$ cat config.mk
export PLATFORM = sky130hd
export DESIGN_NAME = cacheControl
export DESIGN_NICKNAME = d
export VERILOG_FILES = /design/src/rtl/cshPkg.sv /design/src/rtl/wayMatchIf.sv /design/src/rtl/cycleArbiter.sv /design/src/rtl/cycleTimer.sv /design/src/rtl/wayMatch.sv /design/src/rtl/cacheSequencer.sv /design/src/rtl/diagReadout.sv /design/src/rtl/cacheControl.sv
export SDC_FILE = /design/constraint.sdc
export NUM_CORES = 1
export LEC_CHECK = 0
export BUFFER_PORTS_ARGS = -buffer_cell sky130_fd_sc_hd__buf_2
export CAP_MARGIN = 20
export CORE_AREA = 2 2 54 56
export CTS_BUF_LIST = sky130_fd_sc_hd__clkbuf_2 sky130_fd_sc_hd__clkbuf_4 sky130_fd_sc_hd__clkbuf_8
export DETAILED_ROUTE_END_ITERATION = 8
export DIE_AREA = 0 0 56 58
export GPL_TIMING_DRIVEN = 0
export PLACE_DENSITY = 0.81
export SLEW_MARGIN = 20
export SYNTH_ARGS = -nofsm -noshare
export SYNTH_HDL_FRONTEND = slang
export SYNTH_SLANG_ARGS = --single-unit
$ cat constraint.sdc
create_clock -name clk -period 1.6 [get_ports clk]
set_input_delay 0.16 -clock clk [delete_from_list [all_inputs] [get_ports clk]]
set_output_delay 0.16 -clock clk [all_outputs]
set_load 0.05 [all_outputs]
$ cat src/rtl/cshPkg.sv
package cshPkg;

  localparam int NumWays = 4;
  localparam int CoreWaitLimit = 16;
  localparam int WaitCntWidth = $clog2(CoreWaitLimit + 1);
  localparam int DiagWidth = 8;
  localparam int DiagSelWidth = 3;

  typedef logic [NumWays-1:0] WayVec;
  typedef logic [$clog2(NumWays)-1:0] WayIdx;

  // One-hot requester tag that is zero when no cycle is held
  typedef enum logic [3:0] {
    MbCyc   = 4'b0001,
    ChanCyc = 4'b0010,
    EboxCyc = 4'b0100,
    CcaCyc  = 4'b1000
  } CycleType;

  typedef enum logic [2:0] {
    PhIdle,
    PhT0,
    PhT1,
    PhT2,
    PhT3
  } Phase;

  // Single-cycle outcome strobes of a cache cycle
  typedef struct packed {
    logic mboxResp;
    logic cacheWrite;
    logic coreWrite;
    logic writeback;
    logic eboxRetry;
    logic invalidate;
    logic coreTimeout;
  } Outcome;

endpackage

$ cat src/rtl/wayMatchIf.sv
interface wayMatchIf;

  logic anyValid;
  logic readFound;
  logic anyWrittenMatch;
  logic victimWritten;

  modport source (
    output anyValid,
    output readFound,
    output anyWrittenMatch,
    output victimWritten
  );

  modport sink (
    input anyValid,
    input readFound,
    input anyWrittenMatch,
    input victimWritten
  );

endinterface

$ cat src/rtl/cycleArbiter.sv
module cycleArbiter import cshPkg::*; (
  input  logic     clk,
  input  logic     reset,
  input  logic     mbReq,
  input  logic     chanReq,
  input  logic     eboxReq,
  input  logic     ccaReq,
  input  logic     readyToGo,
  output logic     mbGrant,
  output logic     chanGrant,
  output logic     eboxGrant,
  output logic     ccaGrant,
  output logic     anyGrant,
  output CycleType cycleType
);

  CycleType grantTag;

  // Memory buffer has top priority, then channel, EBOX and cache clear
  assign mbGrant = readyToGo & mbReq;
  assign chanGrant = readyToGo & ~mbReq & chanReq;
  assign eboxGrant = readyToGo & ~mbReq & ~chanReq & eboxReq;
  assign ccaGrant = readyToGo & ~mbReq & ~chanReq & ~eboxReq & ccaReq;
  assign anyGrant = mbGrant | chanGrant | eboxGrant | ccaGrant;

  always_comb begin
    grantTag = CycleType'('0);
    if (mbGrant) begin
      grantTag = MbCyc;
    end else if (chanGrant) begin
      grantTag = ChanCyc;
    end else if (eboxGrant) begin
      grantTag = EboxCyc;
    end else if (ccaGrant) begin
      grantTag = CcaCyc;
    end
  end

  // Cycle type holds while the cache is busy
  always_ff @(posedge clk) begin
    if (reset) begin
      cycleType <= CycleType'('0);
    end else if (anyGrant) begin
      cycleType <= grantTag;
    end else if (readyToGo) begin
      cycleType <= CycleType'('0);
    end
  end

  grantOneHot: assert property (
    @(posedge clk) disable iff (reset)
    $onehot0({mbGrant, chanGrant, eboxGrant, ccaGrant})
  ) else $error("more than one grant strobe");

  typeHeldWhileBusy: assert property (
    @(posedge clk) disable iff (reset)
    !readyToGo |=> $stable(cycleType)
  ) else $error("cycle type changed while cache busy");

endmodule

$ cat src/rtl/cycleTimer.sv
module cycleTimer import cshPkg::*; (
  input  logic clk,
  input  logic reset,
  input  logic start,
  input  logic waitEnable,
  output Phase phase,
  output logic waitExpired
);

  logic [WaitCntWidth-1:0] waitCount;

  always_ff @(posedge clk) begin
    if (reset) begin
      phase <= PhIdle;
    end else begin
      case (phase)
        PhIdle:  phase <= start ? PhT0 : PhIdle;
        PhT0:    phase <= PhT1;
        PhT1:    phase <= PhT2;
        PhT2:    phase <= PhT3;
        default: phase <= PhIdle;
      endcase
    end
  end

  // Core wait count that stops at the limit
  always_ff @(posedge clk) begin
    if (reset || !waitEnable) begin
      waitCount <= '0;
    end else if (!waitExpired) begin
      waitCount <= waitCount + 1'b1;
    end
  end

  assign waitExpired = waitCount == WaitCntWidth'(CoreWaitLimit);

  startWhenIdle: assert property (
    @(posedge clk) disable iff (reset)
    start |-> phase == PhIdle
  ) else $error("cycle start while phase chain running");

endmodule

$ cat src/rtl/wayMatch.sv
module wayMatch import cshPkg::*; (
  input  WayVec     validMatch,
  input  WayVec     wordValid,
  input  WayVec     wayWritten,
  input  WayIdx     lruWay,
  wayMatchIf.source summary
);

  assign summary.anyValid = |validMatch;

  // A hit needs the addressed word to be valid as well
  assign summary.readFound = |(validMatch & wordValid);

  assign summary.anyWrittenMatch = |(validMatch & wayWritten);

  // Victim is the least recently used way
  assign summary.victimWritten = wayWritten[lruWay];

endmodule

$ cat src/rtl/cacheSequencer.sv
module cacheSequencer import cshPkg::*; (
  input  logic          clk,
  input  logic          reset,
  input  logic          anyGrant,
  input  CycleType      cycleType,
  input  Phase          phase,
  wayMatchIf.sink       summary,
  input  logic          eboxWrite,
  input  logic          coreDataValid,
  input  logic          waitExpired,
  output logic          readyToGo,
  output logic          waitEnable,
  output logic          mboxResp,
  output logic          cacheWrite,
  output logic          coreWrite,
  output logic          coreReadReq,
  output logic          writeback,
  output logic          eboxRetry,
  output logic          invalidate,
  output logic          coreTimeout
);

  typedef enum logic [1:0] {
    Idle,
    Busy,
    CoreWait,
    Fill
  } SeqState;

  SeqState state;
  SeqState stateNext;
  Outcome  outNext;
  Outcome  outQ;
  logic    fillNow;

  always_comb begin
    stateNext = state;
    outNext = '0;
    case (state)
      Idle, Fill: begin
        stateNext = anyGrant ? Busy : Idle;
      end
      Busy: begin
        if (phase == PhT3) begin
          stateNext = Idle;
          if (cycleType == EboxCyc) begin
            if (!eboxWrite) begin
              if (summary.readFound) begin
                outNext.mboxResp = 1'b1;
              end else if (summary.victimWritten) begin
                outNext.writeback = 1'b1;
                outNext.eboxRetry = 1'b1;
              end else begin
                stateNext = CoreWait;
              end
            end else begin
              if (summary.anyValid) begin
                outNext.cacheWrite = 1'b1;
              end else if (summary.victimWritten) begin
                outNext.writeback = 1'b1;
                outNext.eboxRetry = 1'b1;
              end else begin
                outNext.coreWrite = 1'b1;
              end
            end
          end else if (cycleType == CcaCyc && summary.anyValid) begin
            // Dirty line goes back to core, clean line is just dropped
            if (summary.anyWrittenMatch) begin
              outNext.writeback = 1'b1;
            end else begin
              outNext.invalidate = 1'b1;
            end
          end
        end
      end
      CoreWait: begin
        if (coreDataValid) begin
          stateNext = Fill;
        end else if (waitExpired) begin
          stateNext = Idle;
          outNext.coreTimeout = 1'b1;
        end
      end
      default: begin
        stateNext = Idle;
      end
    endcase
  end

  always_ff @(posedge clk) begin
    if (reset) begin
      state <= Idle;
      outQ <= '0;
    end else begin
      state <= stateNext;
      outQ <= outNext;
    end
  end

  // Fill cycle is also the first ready cycle
  assign fillNow = state == Fill;
  assign readyToGo = (state == Idle) | fillNow;
  assign coreReadReq = state == CoreWait;
  assign waitEnable = state == CoreWait;

  assign mboxResp = outQ.mboxResp | fillNow;
  assign cacheWrite = outQ.cacheWrite | fillNow;
  assign coreWrite = outQ.coreWrite;
  assign writeback = outQ.writeback;
  assign eboxRetry = outQ.eboxRetry;
  assign invalidate = outQ.invalidate;
  assign coreTimeout = outQ.coreTimeout;

  oneWritePath: assert property (
    @(posedge clk) disable iff (reset)
    !(cacheWrite && coreWrite)
  ) else $error("cache write and core write together");

endmodule

$ cat src/rtl/diagReadout.sv
module diagReadout import cshPkg::*; (
  input  logic                    clk,
  input  logic                    reset,
  input  logic                    diagRead,
  input  logic [DiagSelWidth-1:0] diagSel,
  input  logic                    readyToGo,
  input  CycleType                cycleType,
  input  Phase                    phase,
  input  logic                    coreReadReq,
  output logic [DiagWidth-1:0]    diagData
);

  logic [DiagWidth-1:0] statusByte;

  always_comb begin
    case (diagSel)
      3'd0:    statusByte = DiagWidth'({coreReadReq, readyToGo});
      3'd1:    statusByte = DiagWidth'(cycleType);
      3'd2:    statusByte = DiagWidth'(phase);
      default: statusByte = '0;
    endcase
  end

  // Bus reads zero when not selected
  always_ff @(posedge clk) begin
    if (reset) begin
      diagData <= '0;
    end else begin
      diagData <= diagRead ? statusByte : '0;
    end
  end

endmodule

$ cat src/rtl/cacheControl.sv
module cacheControl import cshPkg::*; (
  input  logic                    clk,
  input  logic                    reset,
  input  logic                    mbReq,
  input  logic                    chanReq,
  input  logic                    eboxReq,
  input  logic                    ccaReq,
  input  logic                    eboxWrite,
  input  WayVec                   validMatch,
  input  WayVec                   wordValid,
  input  WayVec                   wayWritten,
  input  WayIdx                   lruWay,
  input  logic                    coreDataValid,
  input  logic                    diagRead,
  input  logic [DiagSelWidth-1:0] diagSel,
  output logic                    readyToGo,
  output logic                    mbGrant,
  output logic                    chanGrant,
  output logic                    eboxGrant,
  output logic                    ccaGrant,
  output CycleType                cycleType,
  output logic                    mboxResp,
  output logic                    cacheWrite,
  output logic                    coreWrite,
  output logic                    coreReadReq,
  output logic                    writeback,
  output logic                    eboxRetry,
  output logic                    invalidate,
  output logic                    coreTimeout,
  output logic [DiagWidth-1:0]    diagData
);

  logic anyGrant;
  Phase phase;
  logic waitEnable;
  logic waitExpired;

  wayMatchIf summary();

  cycleArbiter u_cycleArbiter (
    .clk       (clk),
    .reset     (reset),
    .mbReq     (mbReq),
    .chanReq   (chanReq),
    .eboxReq   (eboxReq),
    .ccaReq    (ccaReq),
    .readyToGo (readyToGo),
    .mbGrant   (mbGrant),
    .chanGrant (chanGrant),
    .eboxGrant (eboxGrant),
    .ccaGrant  (ccaGrant),
    .anyGrant  (anyGrant),
    .cycleType (cycleType)
  );

  // Every grant kicks off the phase chain
  cycleTimer u_cycleTimer (
    .clk         (clk),
    .reset       (reset),
    .start       (anyGrant),
    .waitEnable  (waitEnable),
    .phase       (phase),
    .waitExpired (waitExpired)
  );

  wayMatch u_wayMatch (
    .validMatch (validMatch),
    .wordValid  (wordValid),
    .wayWritten (wayWritten),
    .lruWay     (lruWay),
    .summary    (summary.source)
  );

  cacheSequencer u_cacheSequencer (
    .clk           (clk),
    .reset         (reset),
    .anyGrant      (anyGrant),
    .cycleType     (cycleType),
    .phase         (phase),
    .summary       (summary.sink),
    .eboxWrite     (eboxWrite),
    .coreDataValid (coreDataValid),
    .waitExpired   (waitExpired),
    .readyToGo     (readyToGo),
    .waitEnable    (waitEnable),
    .mboxResp      (mboxResp),
    .cacheWrite    (cacheWrite),
    .coreWrite     (coreWrite),
    .coreReadReq   (coreReadReq),
    .writeback     (writeback),
    .eboxRetry     (eboxRetry),
    .invalidate    (invalidate),
    .coreTimeout   (coreTimeout)
  );

  diagReadout u_diagReadout (
    .clk         (clk),
    .reset       (reset),
    .diagRead    (diagRead),
    .diagSel     (diagSel),
    .readyToGo   (readyToGo),
    .cycleType   (cycleType),
    .phase       (phase),
    .coreReadReq (coreReadReq),
    .diagData    (diagData)
  );

endmodule

=== Word-level counts from Yosys, hierarchy flattened ===
Index checks and enable logic that the tools add are counted.

* Magnitude comparators: 1
* Add/sub/neg operators: 1
* Shift-type cells: 0
* Muxes and demuxes: 32
* Reduce and logical (&&, ||, !) cells: 20
* Multipliers: 0
* Bitwise gates (word level): 25
* Equality and inequality tests: 14
* Div/mod/pow operators: 0

{| class="wikitable"
|+ Operators by type and width
! operator !! number
|-
| $mux W4 || 6
|-
| $mux W2 || 11
|-
| $reduce_or A4 Y1 || 4
|-
| $reduce_or A5 Y1 || 3
|-
| $pmux W3 S4 || 1
|-
| $pmux W4 S3 || 1
|-
| $mux W1 || 11
|-
| $not A1 Y1 || 10
|-
| $eq A3 B2 Y1 const B || 3
|-
| $reduce_or A9 Y1 || 1
|-
| $and A4 B4 Y4 || 2
|-
| $and A1 B1 Y1 || 7
|-
| $eq A3 B1 Y1 const B || 2
|-
| $logic_not A3 Y1 || 2
|-
| $or A1 B1 Y1 || 6
|-
| $pmux W2 S3 || 1
|-
| $reduce_or A3 Y1 || 2
|-
| $add A5 B1 Y5 const B || 1
|-
| $eq A5 B5 Y1 const B || 1
|-
| $eq A2 B2 Y1 const B || 2
|-
| $eq A4 B3 Y1 const B || 1
|-
| $eq A4 B4 Y1 const B || 1
|-
| $reduce_or A2 Y1 || 2
|-
| $eq A3 B3 Y1 const B || 1
|-
| 11 further kinds || 11
|}

* Latch bits: 0
* Input port bits: 26
* Bits in read-only memories: 0
* Output and inout bits: 25
* RAM bits: 0
* Memories: 0
* Register bits: 29
* Logic and storage cells: 105

=== Logic depth before layout (Yosys ltp) ===
* Depth after elaboration: 11
* Gate-level depth with buffers: 7
* Gate-level depth less buffers: 6

=== Modules after synthesis ===
Synthesis repeated with hierarchy kept, for this count alone.

* Cell total of the unflattened synthesis: 134
* Area, all modules: 1301.2 um^2

{| class="wikitable"
|+ By module, submodules not included
! module !! sequential area each (um^2) !! times used !! cells an instance !! area an instance (um^2)
|-
| cacheSequencer || 180.2 || 1 || 49 || 480.5
|-
| cycleTimer || 160.2 || 1 || 33 || 327.8
|-
| cycleArbiter || 80.1 || 1 || 20 || 220.2
|-
| diagReadout || 80.1 || 1 || 24 || 205.2
|-
| wayMatch || 0.0 || 1 || 8 || 67.6
|}

=== Least setup slack after synthesis ===
No wires, ideal clock.

* Kind: register to register
* From: register u_cacheSequencer.state[0]
* To: register u_cycleArbiter.cycleType[1]
* Path slack: -1.121 ns
* Cell stages (with the launch flop): 7
* Setup time: 0.070 ns
* Arrival time: 2.651 ns
* Period minus slack after synthesis: 2.721 ns
* Data required time: 1.530 ns
* Path buffers: 0
* Cells stage by stage: dfxtp_1 > inv_1 > ha_1 > inv_1 > nor3b_1 > a21oi_1 > nor2_1

* Elaborated cells on any way between the ends: 18
* Those cells by class: eq/ne: 1; mux: 4; bitwise: 11; reduce/logical: 2

{| class="wikitable"
|+ RTL lines
! item !! RTL line !! RTL
|-
| start, declared || cacheSequencer.sv:30 || <nowiki>SeqState state;</nowiki>
|-
| start signal, assigned || cacheSequencer.sv:92 || <nowiki>state <= Idle;</nowiki>
|-
| start signal, assigned || cacheSequencer.sv:95 || <nowiki>state <= stateNext;</nowiki>
|-
| $eq A2 B2 Y1 / $logic_not A2 Y1 (equally long branches) || cacheSequencer.sv:101, cacheSequencer.sv:102 ||
|-
| $or A1 B1 Y1 * || cacheSequencer.sv:102 || <nowiki>assign readyToGo = (state == Idle) | fillNow;</nowiki>
|-
| via readyToGo || cacheControl.sv:16 || <nowiki>output logic readyToGo,</nowiki>
|-
| $and A1 B1 Y1 * (2 in series) || cycleArbiter.sv:21 || <nowiki>assign chanGrant = readyToGo & ~mbReq & chanReq;</nowiki>
|-
| via chanGrant || cacheControl.sv:18 || <nowiki>output logic chanGrant,</nowiki>
|-
| $or A1 B1 Y1 (3 in series) || cycleArbiter.sv:24 || <nowiki>assign anyGrant = mbGrant | chanGrant | eboxGrant | ccaGrant;</nowiki>
|-
| $mux W4 / $reduce_bool A2 Y1 (equally long branches) || - ||
|-
| end signal, assigned || cycleArbiter.sv:42 || <nowiki>cycleType <= CycleType'('0);</nowiki>
|-
| end signal, assigned || cycleArbiter.sv:44 || <nowiki>cycleType <= grantTag;</nowiki>
|-
| end signal, assigned || cycleArbiter.sv:46 || <nowiki>cycleType <= CycleType'('0);</nowiki>
|-
| end, declared || cycleArbiter.sv:14 || <nowiki>output CycleType cycleType</nowiki>
|}

Mark *: on every way through the listed nets, which the timed path passes. The rest lies on a longest branch.
A chain may end at the register's enable or synchronous reset.

=== Final worst setup path ===
* From: register u_cacheSequencer.state[0]
* To: output ccaGrant

* Longest elaborated chain between the ends: 6
* Elaborated cells on any way between the ends: 7
* Those cells by class: eq/ne: 1; bitwise: 5; reduce/logical: 1

{| class="wikitable"
|+ RTL lines
! item !! RTL line !! RTL
|-
| $eq A2 B2 Y1 / $logic_not A2 Y1 (equally long branches) || cacheSequencer.sv:101, cacheSequencer.sv:102 ||
|-
| $or A1 B1 Y1 * || cacheSequencer.sv:102 ||
|-
| $and A1 B1 Y1 * (4 in series) || cycleArbiter.sv:23 || <nowiki>assign ccaGrant = readyToGo & ~mbReq & ~chanReq & ~eboxReq & ccaReq;</nowiki>
|-
| end, declared || cacheControl.sv:20 || <nowiki>output logic ccaGrant,</nowiki>
|}

Every way passes the cells marked *; elsewhere a longest branch is shown, timed or not.

==> impl_metrics.yaml <==
sta:
  min_period_over_period_pct: 109
  clock_skew_ns: 0.0132
  layout_setup_ws_ns: -0.143
  rsz0062_at_grt: "true"
  max_freq_mhz: 574
  finalSetupViolCount: 3
  final_max_slew_viol_count: 0
  hold_viol: 0
  timing.final.crit_period_ns: 1.74
synth:
  ys_seq_elements: 25
  ys_warn_count: 0
  synthCells: 135
  synth.avg_cell_area_um2: 9.22
  synth.distinct_cells: 40
  synthArstFlopShare_pct: 0
  synth-main-ff-cell: "dfxtp_1"
  synth_area_um2: 1240
  synth_edf_count: 0
  seq_area_frac_synth_pct: 40.2
cells_and_area:
  layout-drive-gt1-share_pct: 43.5
  nets: 223
  nFillCells: 233
  multiInputGateArea_um2: 762
  regArea_um2: 504
  syn_to_final_growth_pct: 37.2
  layout_commonest_cell: "buf_2"
  antenna_cells: 0
  final_cell_mix: "buf_2, nor2_1, dfxtp_1, a21oi_1, buf_4"
placed_design:
  detailed_place_hpwl_mm: 2.16
  dp_slack_ns: 0.00709
  place.port_buffers: 46
  gp_congestion: 0.794
grt:
  track_usage_pct: 17.5
  grt_max_degree: 15
  grt_pass1_wl_mm: 4.56
  antenna_found_initial: 0
  grt_overflow: 0
  grt_pass1_vias: 1084
setup_path:
  crit_buf_inv: 2
  worstPathRequired_ns: 1.44
  path_cells: "inv_2 > ha_4 > nor3b_4 > and3b_2 > buf_8"
  criticalPathCategory: "reg2out"
  cp_top_family: "simple AND/OR/NAND/NOR gates"
  max_stage_delay_ns: 0.36
  critPathArrivalTime_ns: 1.58
  crit_slowest_cell: "dfxtp_2"
  worstPathMaxFanout: 5
  critPathLaunchType: "flop"
  end_kind: "primary output"
drt:
  vias_per_cell: 5.08
  dr.pass1.iters: 4
  drt_iter0_drc: 18
  wl_per_cell_um: 12.4
  drt_wl_total_mm: 2.74
  drc: 0
  ant_nets: 0
  vias: 1128
cts:
  cts_root_buf: "clkbuf_4"
  insertion_delay_ns: 0.32
  h-tree-depth: 1
  path_clk_slew_ns: 0.12
  ctsLongestPathBuffers: 2
  numCtsBuffers: 3
  clock-sinks: 25
  cts_tree: "done"
floorplanning:
  io-pin-count: 51
  dieArea_um2: 3250
  die_h_um: 58
  core_um2: 2660
  dieWidth_um: 56
  rows: 19
  initial_core_util_pct: 46.8
power:
  powerDensity_nw_per_um2: 758
  p_sw_share_pct: 31.6
  p_sw_mw: 0.409
  vdd_drop_max_v: 0.000640
  power.internal_mw: 0.885
  finalPower_mw: 1.29
  seqPwrFrac_pct: 52.0
  power_frac_comb_pct: 27.1
  p_leak_nw: 0.772
  clock_power_share_pct: 20.9
flow_run:
  maxCapViolations: 0
status:
  outcome: "complete, but fails checks"
  violations: "negative setup slack"
worst_hold_path:
  worstHoldPathType: "in2reg"
-- metrics by stage --
step	hold slack [ns]	std cells	TNS (ns)	cell area, um2	util, %
2_1_floorplan	0.238	138	-0.0355	1290	-
3_3_place_gp	0.353	215	0	1560	58.5
3_5_place_dp	0.362	215	0	1560	58.5
4_1_cts	0.0259	222	-0.267	1650	62.0
5_1_grt	0.00944	222	-0.569	1710	64.1
6_report	0.0259	222	-0.320	1710	64.1
-- cells by family after synthesis --
logic type	synth area share, %
and+or+nand+nor	28.6
DFF	40.2
AOI/OAI and AO/OA	12.7
buffers and inverters	5.43
adders and majority gates	5.03
xor gates and xnor gates	3.52
muxes	4.22
other	0.301
-- Yosys cell counts (2+ instances only) --
| cell type | count | area, um2 |
|---|---|---|
| xnor2_1 | 3 | 26.3 |
| nand2_1 | 6 | 22.5 |
| nor2_1 | 22 | 82.6 |
| xor2_1 | 2 | 17.5 |
| or2_2 | 2 | 12.5 |
| clkbuf_1 | 2 | 7.51 |
| dfxtp_1 | 25 | 500 |
| ha_1 | 5 | 62.6 |
| nor3_1 | 3 | 15.0 |
| buf_4 | 4 | 30.0 |
| a21oi_1 | 8 | 40.0 |
| inv_1 | 8 | 30.0 |
| and2_1 | 2 | 12.5 |
| nand2b_1 | 3 | 18.8 |
| mux2i_1 | 3 | 30.0 |
| nor3b_1 | 3 | 22.5 |
| a22oi_1 | 4 | 30.0 |
| nor2b_1 | 2 | 12.5 |
| nor4_1 | 3 | 18.8 |
| nand3_1 | 5 | 25.0 |
-- area by class of cell --
class / instances / area share [%]
Buffer: 5 / 1.98
Clock buffer: 3 / 1.32
Clock inverter: 1 / 0.293
Inverter: 8 / 1.90
Multi-Input combinational cell: 99 / 44.6
Sequential cell: 25 / 29.5
Tap cell: 31 / 2.27
Timing Repair Buffer: 50 / 18.1
-- worst paths after layout --
kind | startpoint | endpoint | slack [ns] | depth (start not counted)
worst max register to register | u_cacheSequencer.state[0] | u_cacheSequencer.coreWrite | 0.11 | 6
worst max-delay path | u_cacheSequencer.state[0] | ccaGrant | -0.14 | 5
worst min register to register | u_cycleTimer.phase[2] | u_cycleTimer.phase[2] | 0.46 | 1
worst min-delay path | coreDataValid | u_cacheSequencer.coreTimeout | 0.03 | 2
-- registers in the layout, indices dropped and copies added (netlist names) --
| signal | count |
|---|---|
| u_cycleTimer.waitCount | 5 |
| u_cacheSequencer.state | 2 |
| u_cycleArbiter.cycleType | 4 |
| u_cycleTimer.phase | 3 |
| u_cacheSequencer.outQ | 2 |
| u_cacheSequencer.invalidate | 1 |
| u_cacheSequencer.coreTimeout | 1 |
| u_cacheSequencer.writeback | 1 |
| u_cacheSequencer.eboxRetry | 1 |
| u_diagReadout.diagData | 4 |
| u_cacheSequencer.coreWrite | 1 |
-- repair_timing --
item                                    4_1_cts  5_1_grt
endpoints found under the setup margin        5       11
resized for setup                            15       13
buffers inserted                              3        1
hold buffers                                  0        0
pin swaps                                     3        4
-- power groups by stage --
| stage | Combinational (mW) | Sequential [mW] | Clock, mW |
|---|---|---|---|
| after global routing | 0.376 | 0.676 | 0.305 |
| after floorplan | 0.206 | 0.703 | 0 |
| after CTS | 0.333 | 0.672 | 0.279 |
| final | 0.351 | 0.673 | 0.270 |
| after detailed placement | 0.303 | 0.687 | 0 |
| after global placement | 0.296 | 0.686 | 0 |
-- layer usage --
metal / vias up / part of all wire, % / GRT usage [%]
li1: 571 / - / -
met1: 524 / 41 / 18.8
met2: 29 / 55 / 33.9
met3: 4 / 3.0 / 1.79
met4: 0 / 1.5 / 8.50
met5: - / 0 / 0
Power figures use the tool's default switching activity.
